--- src/mac_ctrl_config.svh ---
// MAC control build constants
`ifndef MAC_CTRL_CONFIG_SVH
`define MAC_CTRL_CONFIG_SVH

// Receive stream data width in bits.
`define MAC_DATA_W 64

// One byte enable per data byte.
`define MAC_KEEP_W 8

// A pause quantum is 512 bit times, which is 8 cycles on a 64-bit datapath.
`define MAC_QUANTA_CYCLES 8

// Width of each statistics counter.
`define MAC_STAT_W 16

`endif

--- src/eth_frame_pkg.sv ---
// Ethernet frame field types
`default_nettype none

package eth_frame_pkg;

    // Station address, first transmitted byte in the top octet.
    typedef logic [47:0] mac_addr_t;

    // Length/type field of the Ethernet header.
    typedef logic [15:0] ethertype_t;

    // Reserved multicast address for MAC control frames, 01-80-C2-00-00-01.
    localparam mac_addr_t MCF_DST_MCAST = 48'h01_80_C2_00_00_01;

    // EtherType shared by all MAC control frames.
    localparam ethertype_t MCF_ETHERTYPE = 16'h8808;

endpackage

`default_nettype wire

--- src/mac_ctrl_pkg.sv ---
// MAC control types
`default_nettype none
`include "mac_ctrl_config.svh"

package mac_ctrl_pkg;

    typedef logic [15:0] mcf_opcode_t;

    localparam mcf_opcode_t LFC_OPCODE = 16'h0001;  // 802.3 annex 31B PAUSE.

    typedef logic [15:0] pause_quanta_t;

    // Holds 65535 quanta of 8 cycles each.
    typedef logic [18:0] pause_timer_t;

    typedef struct packed {
        logic [`MAC_STAT_W-1:0] mcf;   // Accepted control frames.
        logic [`MAC_STAT_W-1:0] xon;
        logic [`MAC_STAT_W-1:0] xoff;
        logic [`MAC_STAT_W-1:0] bad;   // Frames flagged bad on their last beat.
    } mcf_stats_t;

endpackage

`default_nettype wire

--- src/mcf_if.sv ---
// MAC control frame event bus
`timescale 1ns/1ps
`default_nettype none

interface mcf_if;

    logic                        valid;    // One-cycle pulse per accepted frame.
    eth_frame_pkg::mac_addr_t    eth_dst;
    eth_frame_pkg::mac_addr_t    eth_src;
    mac_ctrl_pkg::mcf_opcode_t   opcode;
    mac_ctrl_pkg::pause_quanta_t params;   // First parameter, the PAUSE quanta.

    modport src (
        output valid,
        output eth_dst,
        output eth_src,
        output opcode,
        output params
    );

    // Sinks have no way to stall, so they take the event in its valid cycle.
    modport snk (
        input valid,
        input eth_dst,
        input eth_src,
        input opcode,
        input params
    );

endinterface

`default_nettype wire

--- src/mcf_parser.sv ---
// Control frame header parser
`timescale 1ns/1ps
`default_nettype none
`include "mac_ctrl_config.svh"

module mcf_parser (
    input  wire logic                   clk,
    input  wire logic                   rst_n,
    input  wire logic [`MAC_DATA_W-1:0] rx_tdata,
    input  wire logic [`MAC_KEEP_W-1:0] rx_tkeep,
    input  wire logic                   rx_tvalid,
    input  wire logic                   rx_tlast,
    input  wire logic                   rx_tuser,
    mcf_if.src                          mcf,
    output logic                        frame_bad
);

    logic [1:0] beat_idx;   // Index 3 means any beat past the header.

    eth_frame_pkg::mac_addr_t    hdr_dst;
    eth_frame_pkg::mac_addr_t    hdr_src;
    eth_frame_pkg::ethertype_t   hdr_type;
    mac_ctrl_pkg::mcf_opcode_t   hdr_opcode;
    mac_ctrl_pkg::pause_quanta_t hdr_params;

    logic last_q;     // The previous edge took a last beat.
    logic len_ok_q;
    logic err_q;
    logic hdr_match;

    always_ff @(posedge clk) begin
        if (!rst_n) begin
            beat_idx <= 2'd0;
        end else if (rx_tvalid) begin
            if (rx_tlast) begin
                beat_idx <= 2'd0;
            end else if (beat_idx != 2'd3) begin
                beat_idx <= beat_idx + 2'd1;
            end
        end
    end

    // Byte 0 sits in the low lane, but multi-byte fields are big endian on the wire.
    always_ff @(posedge clk) begin
        if (rx_tvalid) begin
            case (beat_idx)
                2'd0: begin
                    hdr_dst <= {rx_tdata[7:0], rx_tdata[15:8], rx_tdata[23:16],
                                rx_tdata[31:24], rx_tdata[39:32], rx_tdata[47:40]};
                    hdr_src[47:32] <= {rx_tdata[55:48], rx_tdata[63:56]};
                end
                2'd1: begin
                    hdr_src[31:0] <= {rx_tdata[7:0], rx_tdata[15:8],
                                      rx_tdata[23:16], rx_tdata[31:24]};
                    hdr_type <= {rx_tdata[39:32], rx_tdata[47:40]};
                    hdr_opcode <= {rx_tdata[55:48], rx_tdata[63:56]};
                end
                2'd2: begin
                    hdr_params <= {rx_tdata[7:0], rx_tdata[15:8]};
                end
                default: ;
            endcase
        end
    end

    // A frame ending on beat 2 must still carry both quanta bytes.
    always_ff @(posedge clk) begin
        if (!rst_n) begin
            last_q <= 1'b0;
            len_ok_q <= 1'b0;
            err_q <= 1'b0;
        end else begin
            last_q <= rx_tvalid && rx_tlast;
            if (rx_tvalid && rx_tlast) begin
                len_ok_q <= (beat_idx == 2'd3) || (beat_idx == 2'd2 && rx_tkeep[1]);
                err_q <= rx_tuser;
            end
        end
    end

    assign hdr_match = (hdr_dst == eth_frame_pkg::MCF_DST_MCAST) &&
                       (hdr_type == eth_frame_pkg::MCF_ETHERTYPE);

    always_ff @(posedge clk) begin
        if (!rst_n) begin
            mcf.valid <= 1'b0;
            frame_bad <= 1'b0;
        end else begin
            mcf.valid <= last_q && len_ok_q && !err_q && hdr_match;
            frame_bad <= last_q && err_q;
        end
    end

    // Event fields are copied out so a back-to-back frame cannot disturb them.
    always_ff @(posedge clk) begin
        if (last_q) begin
            mcf.eth_dst <= hdr_dst;
            mcf.eth_src <= hdr_src;
            mcf.opcode <= hdr_opcode;
            mcf.params <= hdr_params;
        end
    end

endmodule

`default_nettype wire

--- src/lfc_pause_timer.sv ---
// PAUSE quanta timer
`timescale 1ns/1ps
`default_nettype none
`include "mac_ctrl_config.svh"

module lfc_pause_timer (
    input  wire logic clk,
    input  wire logic rst_n,
    input  wire logic rx_lfc_en,
    mcf_if.snk        mcf,
    output wire logic rx_lfc_req,
    output logic      lfc_xon,
    output logic      lfc_xoff
);

    mac_ctrl_pkg::pause_timer_t pause_timer;   // Cycles of pause left.
    mac_ctrl_pkg::pause_timer_t pause_load;
    logic                       is_pause;

    assign is_pause = mcf.valid && (mcf.opcode == mac_ctrl_pkg::LFC_OPCODE);

    assign pause_load = mac_ctrl_pkg::pause_timer_t'(mcf.params) *
                        mac_ctrl_pkg::pause_timer_t'(`MAC_QUANTA_CYCLES);

    // A new PAUSE always reloads, so zero quanta ends a pause at once.
    always_ff @(posedge clk) begin
        if (!rst_n) begin
            pause_timer <= '0;
        end else if (!rx_lfc_en) begin
            pause_timer <= '0;   // Disabling flow control releases the pause.
        end else if (is_pause) begin
            pause_timer <= pause_load;
        end else if (pause_timer != '0) begin
            pause_timer <= pause_timer - 1'b1;
        end
    end

    assign rx_lfc_req = (pause_timer != '0);

    // Frames are classified even when flow control is off.
    always_ff @(posedge clk) begin
        if (!rst_n) begin
            lfc_xon <= 1'b0;
            lfc_xoff <= 1'b0;
        end else begin
            lfc_xon <= is_pause && (mcf.params == '0);
            lfc_xoff <= is_pause && (mcf.params != '0);
        end
    end

endmodule

`default_nettype wire

--- src/mcf_rx_stats.sv ---
// Receive control statistics
`timescale 1ns/1ps
`default_nettype none
`include "mac_ctrl_config.svh"

module mcf_rx_stats (
    input  wire logic                 clk,
    input  wire logic                 rst_n,
    mcf_if.snk                        mcf,
    input  wire logic                 lfc_xon,
    input  wire logic                 lfc_xoff,
    input  wire logic                 frame_bad,
    output mac_ctrl_pkg::mcf_stats_t  stats
);

    // Counters hold at all ones rather than wrap.
    function automatic logic [`MAC_STAT_W-1:0] sat_inc(
        input logic [`MAC_STAT_W-1:0] cnt,
        input logic                   hit
    );
        if (hit && (cnt != '1)) begin
            return cnt + 1'b1;
        end
        return cnt;
    endfunction

    always_ff @(posedge clk) begin
        if (!rst_n) begin
            stats <= '0;
        end else begin
            stats.mcf <= sat_inc(stats.mcf, mcf.valid);   // Every accepted opcode.
            stats.xon <= sat_inc(stats.xon, lfc_xon);
            stats.xoff <= sat_inc(stats.xoff, lfc_xoff);
            stats.bad <= sat_inc(stats.bad, frame_bad);
        end
    end

endmodule

`default_nettype wire

--- src/mac_ctrl_rx.sv ---
// Receive MAC control top level
`timescale 1ns/1ps
`default_nettype none
`include "mac_ctrl_config.svh"

module mac_ctrl_rx (
    input  wire logic                   clk,
    input  wire logic                   rst_n,
    input  wire logic [`MAC_DATA_W-1:0] rx_tdata,
    input  wire logic [`MAC_KEEP_W-1:0] rx_tkeep,
    input  wire logic                   rx_tvalid,
    input  wire logic                   rx_tlast,
    input  wire logic                   rx_tuser,
    input  wire logic                   rx_lfc_en,
    output wire logic                   rx_lfc_req,
    output wire logic [`MAC_STAT_W-1:0] stat_rx_mcf,
    output wire logic [`MAC_STAT_W-1:0] stat_rx_lfc_xon,
    output wire logic [`MAC_STAT_W-1:0] stat_rx_lfc_xoff,
    output wire logic [`MAC_STAT_W-1:0] stat_rx_bad
);

    mcf_if mcf_bus ();

    wire logic                lfc_xon;
    wire logic                lfc_xoff;
    wire logic                frame_bad;
    mac_ctrl_pkg::mcf_stats_t stats;

    mcf_parser mcf_parser_inst (
        .clk(clk),
        .rst_n(rst_n),
        .rx_tdata(rx_tdata),
        .rx_tkeep(rx_tkeep),
        .rx_tvalid(rx_tvalid),
        .rx_tlast(rx_tlast),
        .rx_tuser(rx_tuser),
        .mcf(mcf_bus.src),
        .frame_bad(frame_bad)
    );

    lfc_pause_timer lfc_pause_timer_inst (
        .clk(clk),
        .rst_n(rst_n),
        .rx_lfc_en(rx_lfc_en),
        .mcf(mcf_bus.snk),
        .rx_lfc_req(rx_lfc_req),
        .lfc_xon(lfc_xon),
        .lfc_xoff(lfc_xoff)
    );

    mcf_rx_stats mcf_rx_stats_inst (
        .clk(clk),
        .rst_n(rst_n),
        .mcf(mcf_bus.snk),
        .lfc_xon(lfc_xon),
        .lfc_xoff(lfc_xoff),
        .frame_bad(frame_bad),
        .stats(stats)
    );

    assign stat_rx_mcf = stats.mcf;
    assign stat_rx_lfc_xon = stats.xon;
    assign stat_rx_lfc_xoff = stats.xoff;
    assign stat_rx_bad = stats.bad;

endmodule

`default_nettype wire

--- config.mk ---
export PLATFORM = sky130hd
export DESIGN_NAME = mac_ctrl_rx
export DESIGN_NICKNAME = d
export VERILOG_FILES = /design/src/eth_frame_pkg.sv /design/src/mac_ctrl_pkg.sv /design/src/mcf_if.sv /design/src/mcf_parser.sv /design/src/lfc_pause_timer.sv /design/src/mcf_rx_stats.sv /design/src/mac_ctrl_rx.sv
export VERILOG_INCLUDE_DIRS = /design/src /design/src/src
export SDC_FILE = /design/constraint.sdc
export NUM_CORES = 1
export LEC_CHECK = 0
export ABC_AREA = 1
export BUFFER_PORTS_ARGS = -buffer_cell sky130_fd_sc_hd__buf_2
export CAP_MARGIN = 30
export CORE_ASPECT_RATIO = 0.6
export CORE_MARGIN = 2
export CORE_UTILIZATION = 35
export DETAILED_ROUTE_END_ITERATION = 12
export PLACE_DENSITY = 0.59
export SLEW_MARGIN = 20
export SYNTH_ARGS = -nofsm -noshare
export SYNTH_HDL_FRONTEND = slang
export SYNTH_SLANG_ARGS = --single-unit
--- constraint.sdc ---
create_clock -name clk -period 4.3 [get_ports clk]
set_input_delay 0.215 -clock clk [delete_from_list [all_inputs] [get_ports clk]]
set_output_delay 0.215 -clock clk [all_outputs]
set_load 0.05 [all_outputs]
* After elaboration in Yosys (flattened, before gate mapping)
Index checks and enable logic that the tools add are counted.
Widths: inputs -> output; s select.
** Word-level totals
- Bits in registers :: 220
- Bits of input ports :: 78
- Logic and storage cells :: 83
** Cells by class
- $add $sub $neg :: 6
- Equality and inequality tests :: 11
- Muxes and demuxes :: 16
- Bitwise gates (word level) :: 2
- Reduce and logical (&&, ||, !) cells :: 28
** Operator list (count)
- $add 16x1->16 const B :: 4
- $mux 16 :: 4
- $ne 16x16->1 const B :: 4
- $eq 48x41->1 const B :: 1
- $mux 19 :: 2
- $reduce_bool 19->1 :: 1
- $sub 19x1->19 const B :: 1
- $eq 16x1->1 const B :: 1
- $eq 16x16->1 const B :: 1
- $logic_not 16->1 :: 1
- $reduce_bool 16->1 :: 1
- $logic_and 1x1->1 :: 14
- $reduce_and 2->1 :: 5
- $mux 1 :: 8
- $eq 2x2->1 const B :: 2
- $mux 2 :: 2
- $reduce_bool 2->1 :: 2
- $reduce_or 3->1 :: 1
- $add 2x1->2 const B :: 1
- $eq 2x1->1 const B :: 1
- $logic_not 2->1 :: 1
- $ne 2x2->1 const B :: 1
- $not 1->1 :: 2
- $logic_not 1->1 :: 1
- $logic_or 1x1->1 :: 1

* Longest topological paths before layout
- Depth after elaboration :: 4
- Depth in mapped cells :: 10
- Mapped depth without buffers :: 10

* By module
Synthesis repeated with hierarchy kept, for this count alone.
** Second synthesis, totals
- Cell total of the unflattened synthesis :: 1229
- Area total of the unflattened synthesis :: 13940.9 sq um
** Modules (own cells, without submodules)
- mcf_parser :: times used 1, cells each 395, area an instance 8833.5 sq um, seq. area each 8308.0 sq um
- mcf_rx_stats :: times used 1, cells each 587, area an instance 3654.8 sq um, seq. area each 1281.2 sq um
- lfc_pause_timer :: times used 1, cells each 247, area an instance 1452.6 sq um, seq. area each 420.4 sq um

* Least setup slack after synthesis
OpenSTA, ideal clock, no wires.
- Path type :: flip-flop to flip-flop
- Start :: register mcf_rx_stats_inst.stats[48] (netlist name)
- End :: register mcf_rx_stats_inst.stats[61] (netlist name)
- Arrival :: 1.893 ns
- Setup slack :: 2.265 ns
- Stages on the path, launching flop included :: 10
- Path buffers :: 1
- Period minus slack after synthesis :: 2.035 ns
- Cell sequence :: dfxtp_1 > ha_1 > nand3_2 > nor3_4 > nand2_1 > nand2_1 > nand2_2 > buf_6 > nand2_2 > a21oi_2
** On the way
- Longest elaborated chain between the ends :: 4
- Elaborated cells between the ends (all ways) :: 6
** Ends and longest elaborated chain
- branches (longest 4 deep; another with $add 16x1->16)
Several ways; the timed one is not identified. The select of a mux whose other input is x is not followed.
A chain may end at the register's enable or synchronous reset.

* Worst setup path after layout
- Start :: register lfc_pause_timer_inst.pause_timer[0]
- End :: output port rx_lfc_req
** On the way
- Longest elaborated chain between the ends :: 1
** Ends and longest elaborated chain
- start: declaration :: RTL line lfc_pause_timer.sv:16 : mac_ctrl_pkg::pause_timer_t pause_timer;
- start signal: assignment :: RTL line lfc_pause_timer.sv:32 : pause_timer <= pause_load;
- start signal: assignment :: RTL line lfc_pause_timer.sv:34 : pause_timer <= pause_timer - 1'b1;
- $reduce_bool 19->1 :: RTL line lfc_pause_timer.sv:38 : assign rx_lfc_req = (pause_timer != '0);
- end: declaration :: RTL line mac_ctrl_rx.sv:15 : output wire logic rx_lfc_req,
Every way passes these cells.

==> results.sh <==
export IMPL_fillCellCount=2562
export IMPL_drc_errors=0
export IMPL_reg2regPathDepth=8
export IMPL_synth_area_um2=9530
export IMPL_critPathMaxStageDelay_ns=0.32
export IMPL_synthCells=1039
export IMPL_maxSlewViolCount=0
export IMPL_pin_count=143
export IMPL_synth_edf_count=128
export IMPL_status="finished, final reports clean"
export IMPL_timing_final_ws_setup_ns=2.02
export IMPL_postPlaceCellArea_um2=10600
export IMPL_worstPathRequired_ns=4.09
export IMPL_synthTopCellsByCount="nand2_1 (275), nor2_1 (162), edfxtp_1 (128), inv_1 (101), dfxtp_1 (92)"
export IMPL_clockBufferDepth=3
export IMPL_antenna_found_initial=0
export IMPL_ys_seq_area_frac=0.597
export IMPL_hold_viol=0
export IMPL_cts_tree="done"
export IMPL_ff_latch_area_um2=5690
export IMPL_grt_max_degree=39
export IMPL_ys_types=38
export IMPL_worst_path_stages=6
export IMPL_min_from="rx_tvalid"
export IMPL_drv_cap=0
export IMPL_ir_worst_vdd_uv=297
export IMPL_gp_congestion=0.864
export IMPL_tns_ns=0
export IMPL_worst_pin_slew_ns=0.682
export IMPL_cp_top_family="simple AND/OR/NAND/NOR gates"
export IMPL_clk_latency_ns=0.53
export IMPL_grt_overflow_total=0
export IMPL_power_total_mw=5.82
export IMPL_grt_pass1_wl_um=36500
export IMPL_power_density_nw_per_um2=484
export IMPL_rsz0062_at_grt="no"
export IMPL_via_count=7447
export IMPL_synthFlopType="edfxtp_1"
export IMPL_drive_above_1_share=0.175
export IMPL_fin_area_um2=12000
export IMPL_dieArea_um2=28600
export IMPL_rows=46
export IMPL_postSynth_asyncResetShare=0
export IMPL_stdcell_count=1631
export IMPL_clk_pin_slew_ns=0.07
export IMPL_synth_nets=1126
export IMPL_routed_via_density=4.57
export IMPL_r2r_start="mcf_rx_stats_inst.stats[48]"
export IMPL_worst_path_buf_inv=2
export IMPL_finalSetupViolCount=0
export IMPL_dp_cells=1522
export IMPL_yosys_area_top_type="edfxtp_1"
export IMPL_yosys_warnings=0
export IMPL_die_y_um=132
export IMPL_syn_to_final_growth_pct=26.0
export IMPL_synth_most_common_cell="nand2_1"
export IMPL_place_ws_ns=2.28
export IMPL_relSlewSlack=0.545
export IMPL_period_minus_slack_ns=2.28
export IMPL_grt_usage=0.156
export IMPL_crit_start="lfc_pause_timer_inst.pause_timer[0]"
export IMPL_core_um2=26600
export IMPL_cts_root_buffer="clkbuf_16"
export IMPL_nNetsFinal=1341
export IMPL_cpMaxStageDelayCell="dfxtp_1"
export IMPL_post_synth_top_area_fraction=0.403
export IMPL_holdPathStages=3
export IMPL_io_buffer_count=135
export IMPL_total_leakage_power_nw=4.78
export IMPL_wl_per_cell_um=13.8
export IMPL_multiInputGateArea_um2=3360
export IMPL_critPathKind="reg -> out"
export IMPL_critPathCaptureType="primary output"
export IMPL_ys_ff_latch=220
export IMPL_critPathLaunchType="register"
export IMPL_post_cts_buffers=0
export IMPL_drt_iter0_drc=460
export IMPL_initial_core_util=0.358
export IMPL_dp_hpwl_um=15300
export IMPL_synthTopCellsByArea="edfxtp_1 (40%), dfxtp_1 (19%), nand2_1 (11%)"
export IMPL_min_path_type="in -> reg"
export IMPL_grt_pass1_vias=7006
export IMPL_cts_sinks=220
export IMPL_cp_cell_sequence="inv_1 > ha_1 > nand2_1 > nor2_4 > nand3_2 > buf_2"
export IMPL_fin_crit_sh=0.531
export IMPL_h_tree_depth=1
export IMPL_finClkSkew_ns=0.0289
export IMPL_path_max_fanout=9
export IMPL_drt_wl_total_um=22600
export IMPL_cp_arrival_ns=2.07
export IMPL_die_w_um=217
export IMPL_syn_area_per_cell_um2=9.17
export IMPL_drt_first_pass_iters=5
export IMPL_ant_nets=0
export IMPL_max_freq_mhz=438
export IMPL_cts_made_buffers=23
export IMPL_diodes=0
report_power, final:
group,switching (mW),internal [mW]
Sequential,0.0870,2.37
Clock,0.850,1.11
Combinational,0.923,0.475
per-stage QoR:
step / hold WS (ns) / util
floorplan: 0.314 / -
finish: 0.0548 / 0.451
CTS: 0.0242 / 0.451
detailed placement: 0.393 / 0.399
global route: 0.0537 / 0.451
global placement: 0.392 / 0.398
worst min-delay path, stage by stage:
cell and delay (ns):
buf_2 0.13, nand2_1 0.13, nor2_1 0.05
cell usage in the layout, fill, tap and decap left out, types with 16 or more instances in the layout:
cell type        n
nand3_1         46
nand2_1        275
nand4_1         16
o21ai_0         23
a21oi_1         46
xor2_1          19
dfxtp_1         92
dlygate4sd3_1   67
buf_2          135
nor2_1         162
clkbuf_16       23
inv_1          100
edfxtp_1       128
worst paths after layout:
path	end	slack, ns
hold / removal	mcf_parser_inst.last_q	0.05
setup / recovery	rx_lfc_req	2.02
hold reg to reg	mcf_parser_inst.mcf.params[7]	0.41
setup reg to reg	mcf_rx_stats_inst.stats[59]	2.33
cell type report:
class                   instances  area share
clock inverters                14      0.0113
inverters                     104      0.0325
repair buffers                206       0.116
flip-flops and latches        220       0.474
clock buffers                  28      0.0495
multi-input cells             699       0.280
well taps                     360      0.0375
registers in the layout, summed over array words and instances (netlist names), 2 cells and up:
register and flops:
lfc_pause_timer_inst.pause_timer 19, mcf_parser_inst.hdr_type 16, mcf_parser_inst.beat_idx 2, mcf_parser_inst.hdr_params 16, mcf_parser_inst.mcf.params 16, mcf_rx_stats_inst.stats 64, mcf_parser_inst.hdr_opcode 16, mcf_parser_inst.hdr_dst 48
mcf_parser_inst.mcf.opcode 16
cell families after synthesis:
kind of cell,after synthesis,synth area share
and+or+nand+nor,574,0.261
DFF,220,0.597
buffers and inverters,120,0.0509
AOI/OAI and AO/OA,87,0.0529
xor gates and xnor gates,29,0.0267
adders and majority gates,9,0.0118
metal layers:
layer,global-route usage,vias to the layer above,part of all wire
li1,-,3836,-
met1,0.233,3402,0.51
met2,0.229,174,0.42
met3,0.0364,35,0.053
met4,0.0354,0,0.019
met5,0,-,0
timing repair:
action,4_1_cts,5_1_grt
resized for setup,0,0
endpoints found under the hold margin,100,0
hold buffers,67,0
No activity file was read; power rests on OpenSTA's default activity.
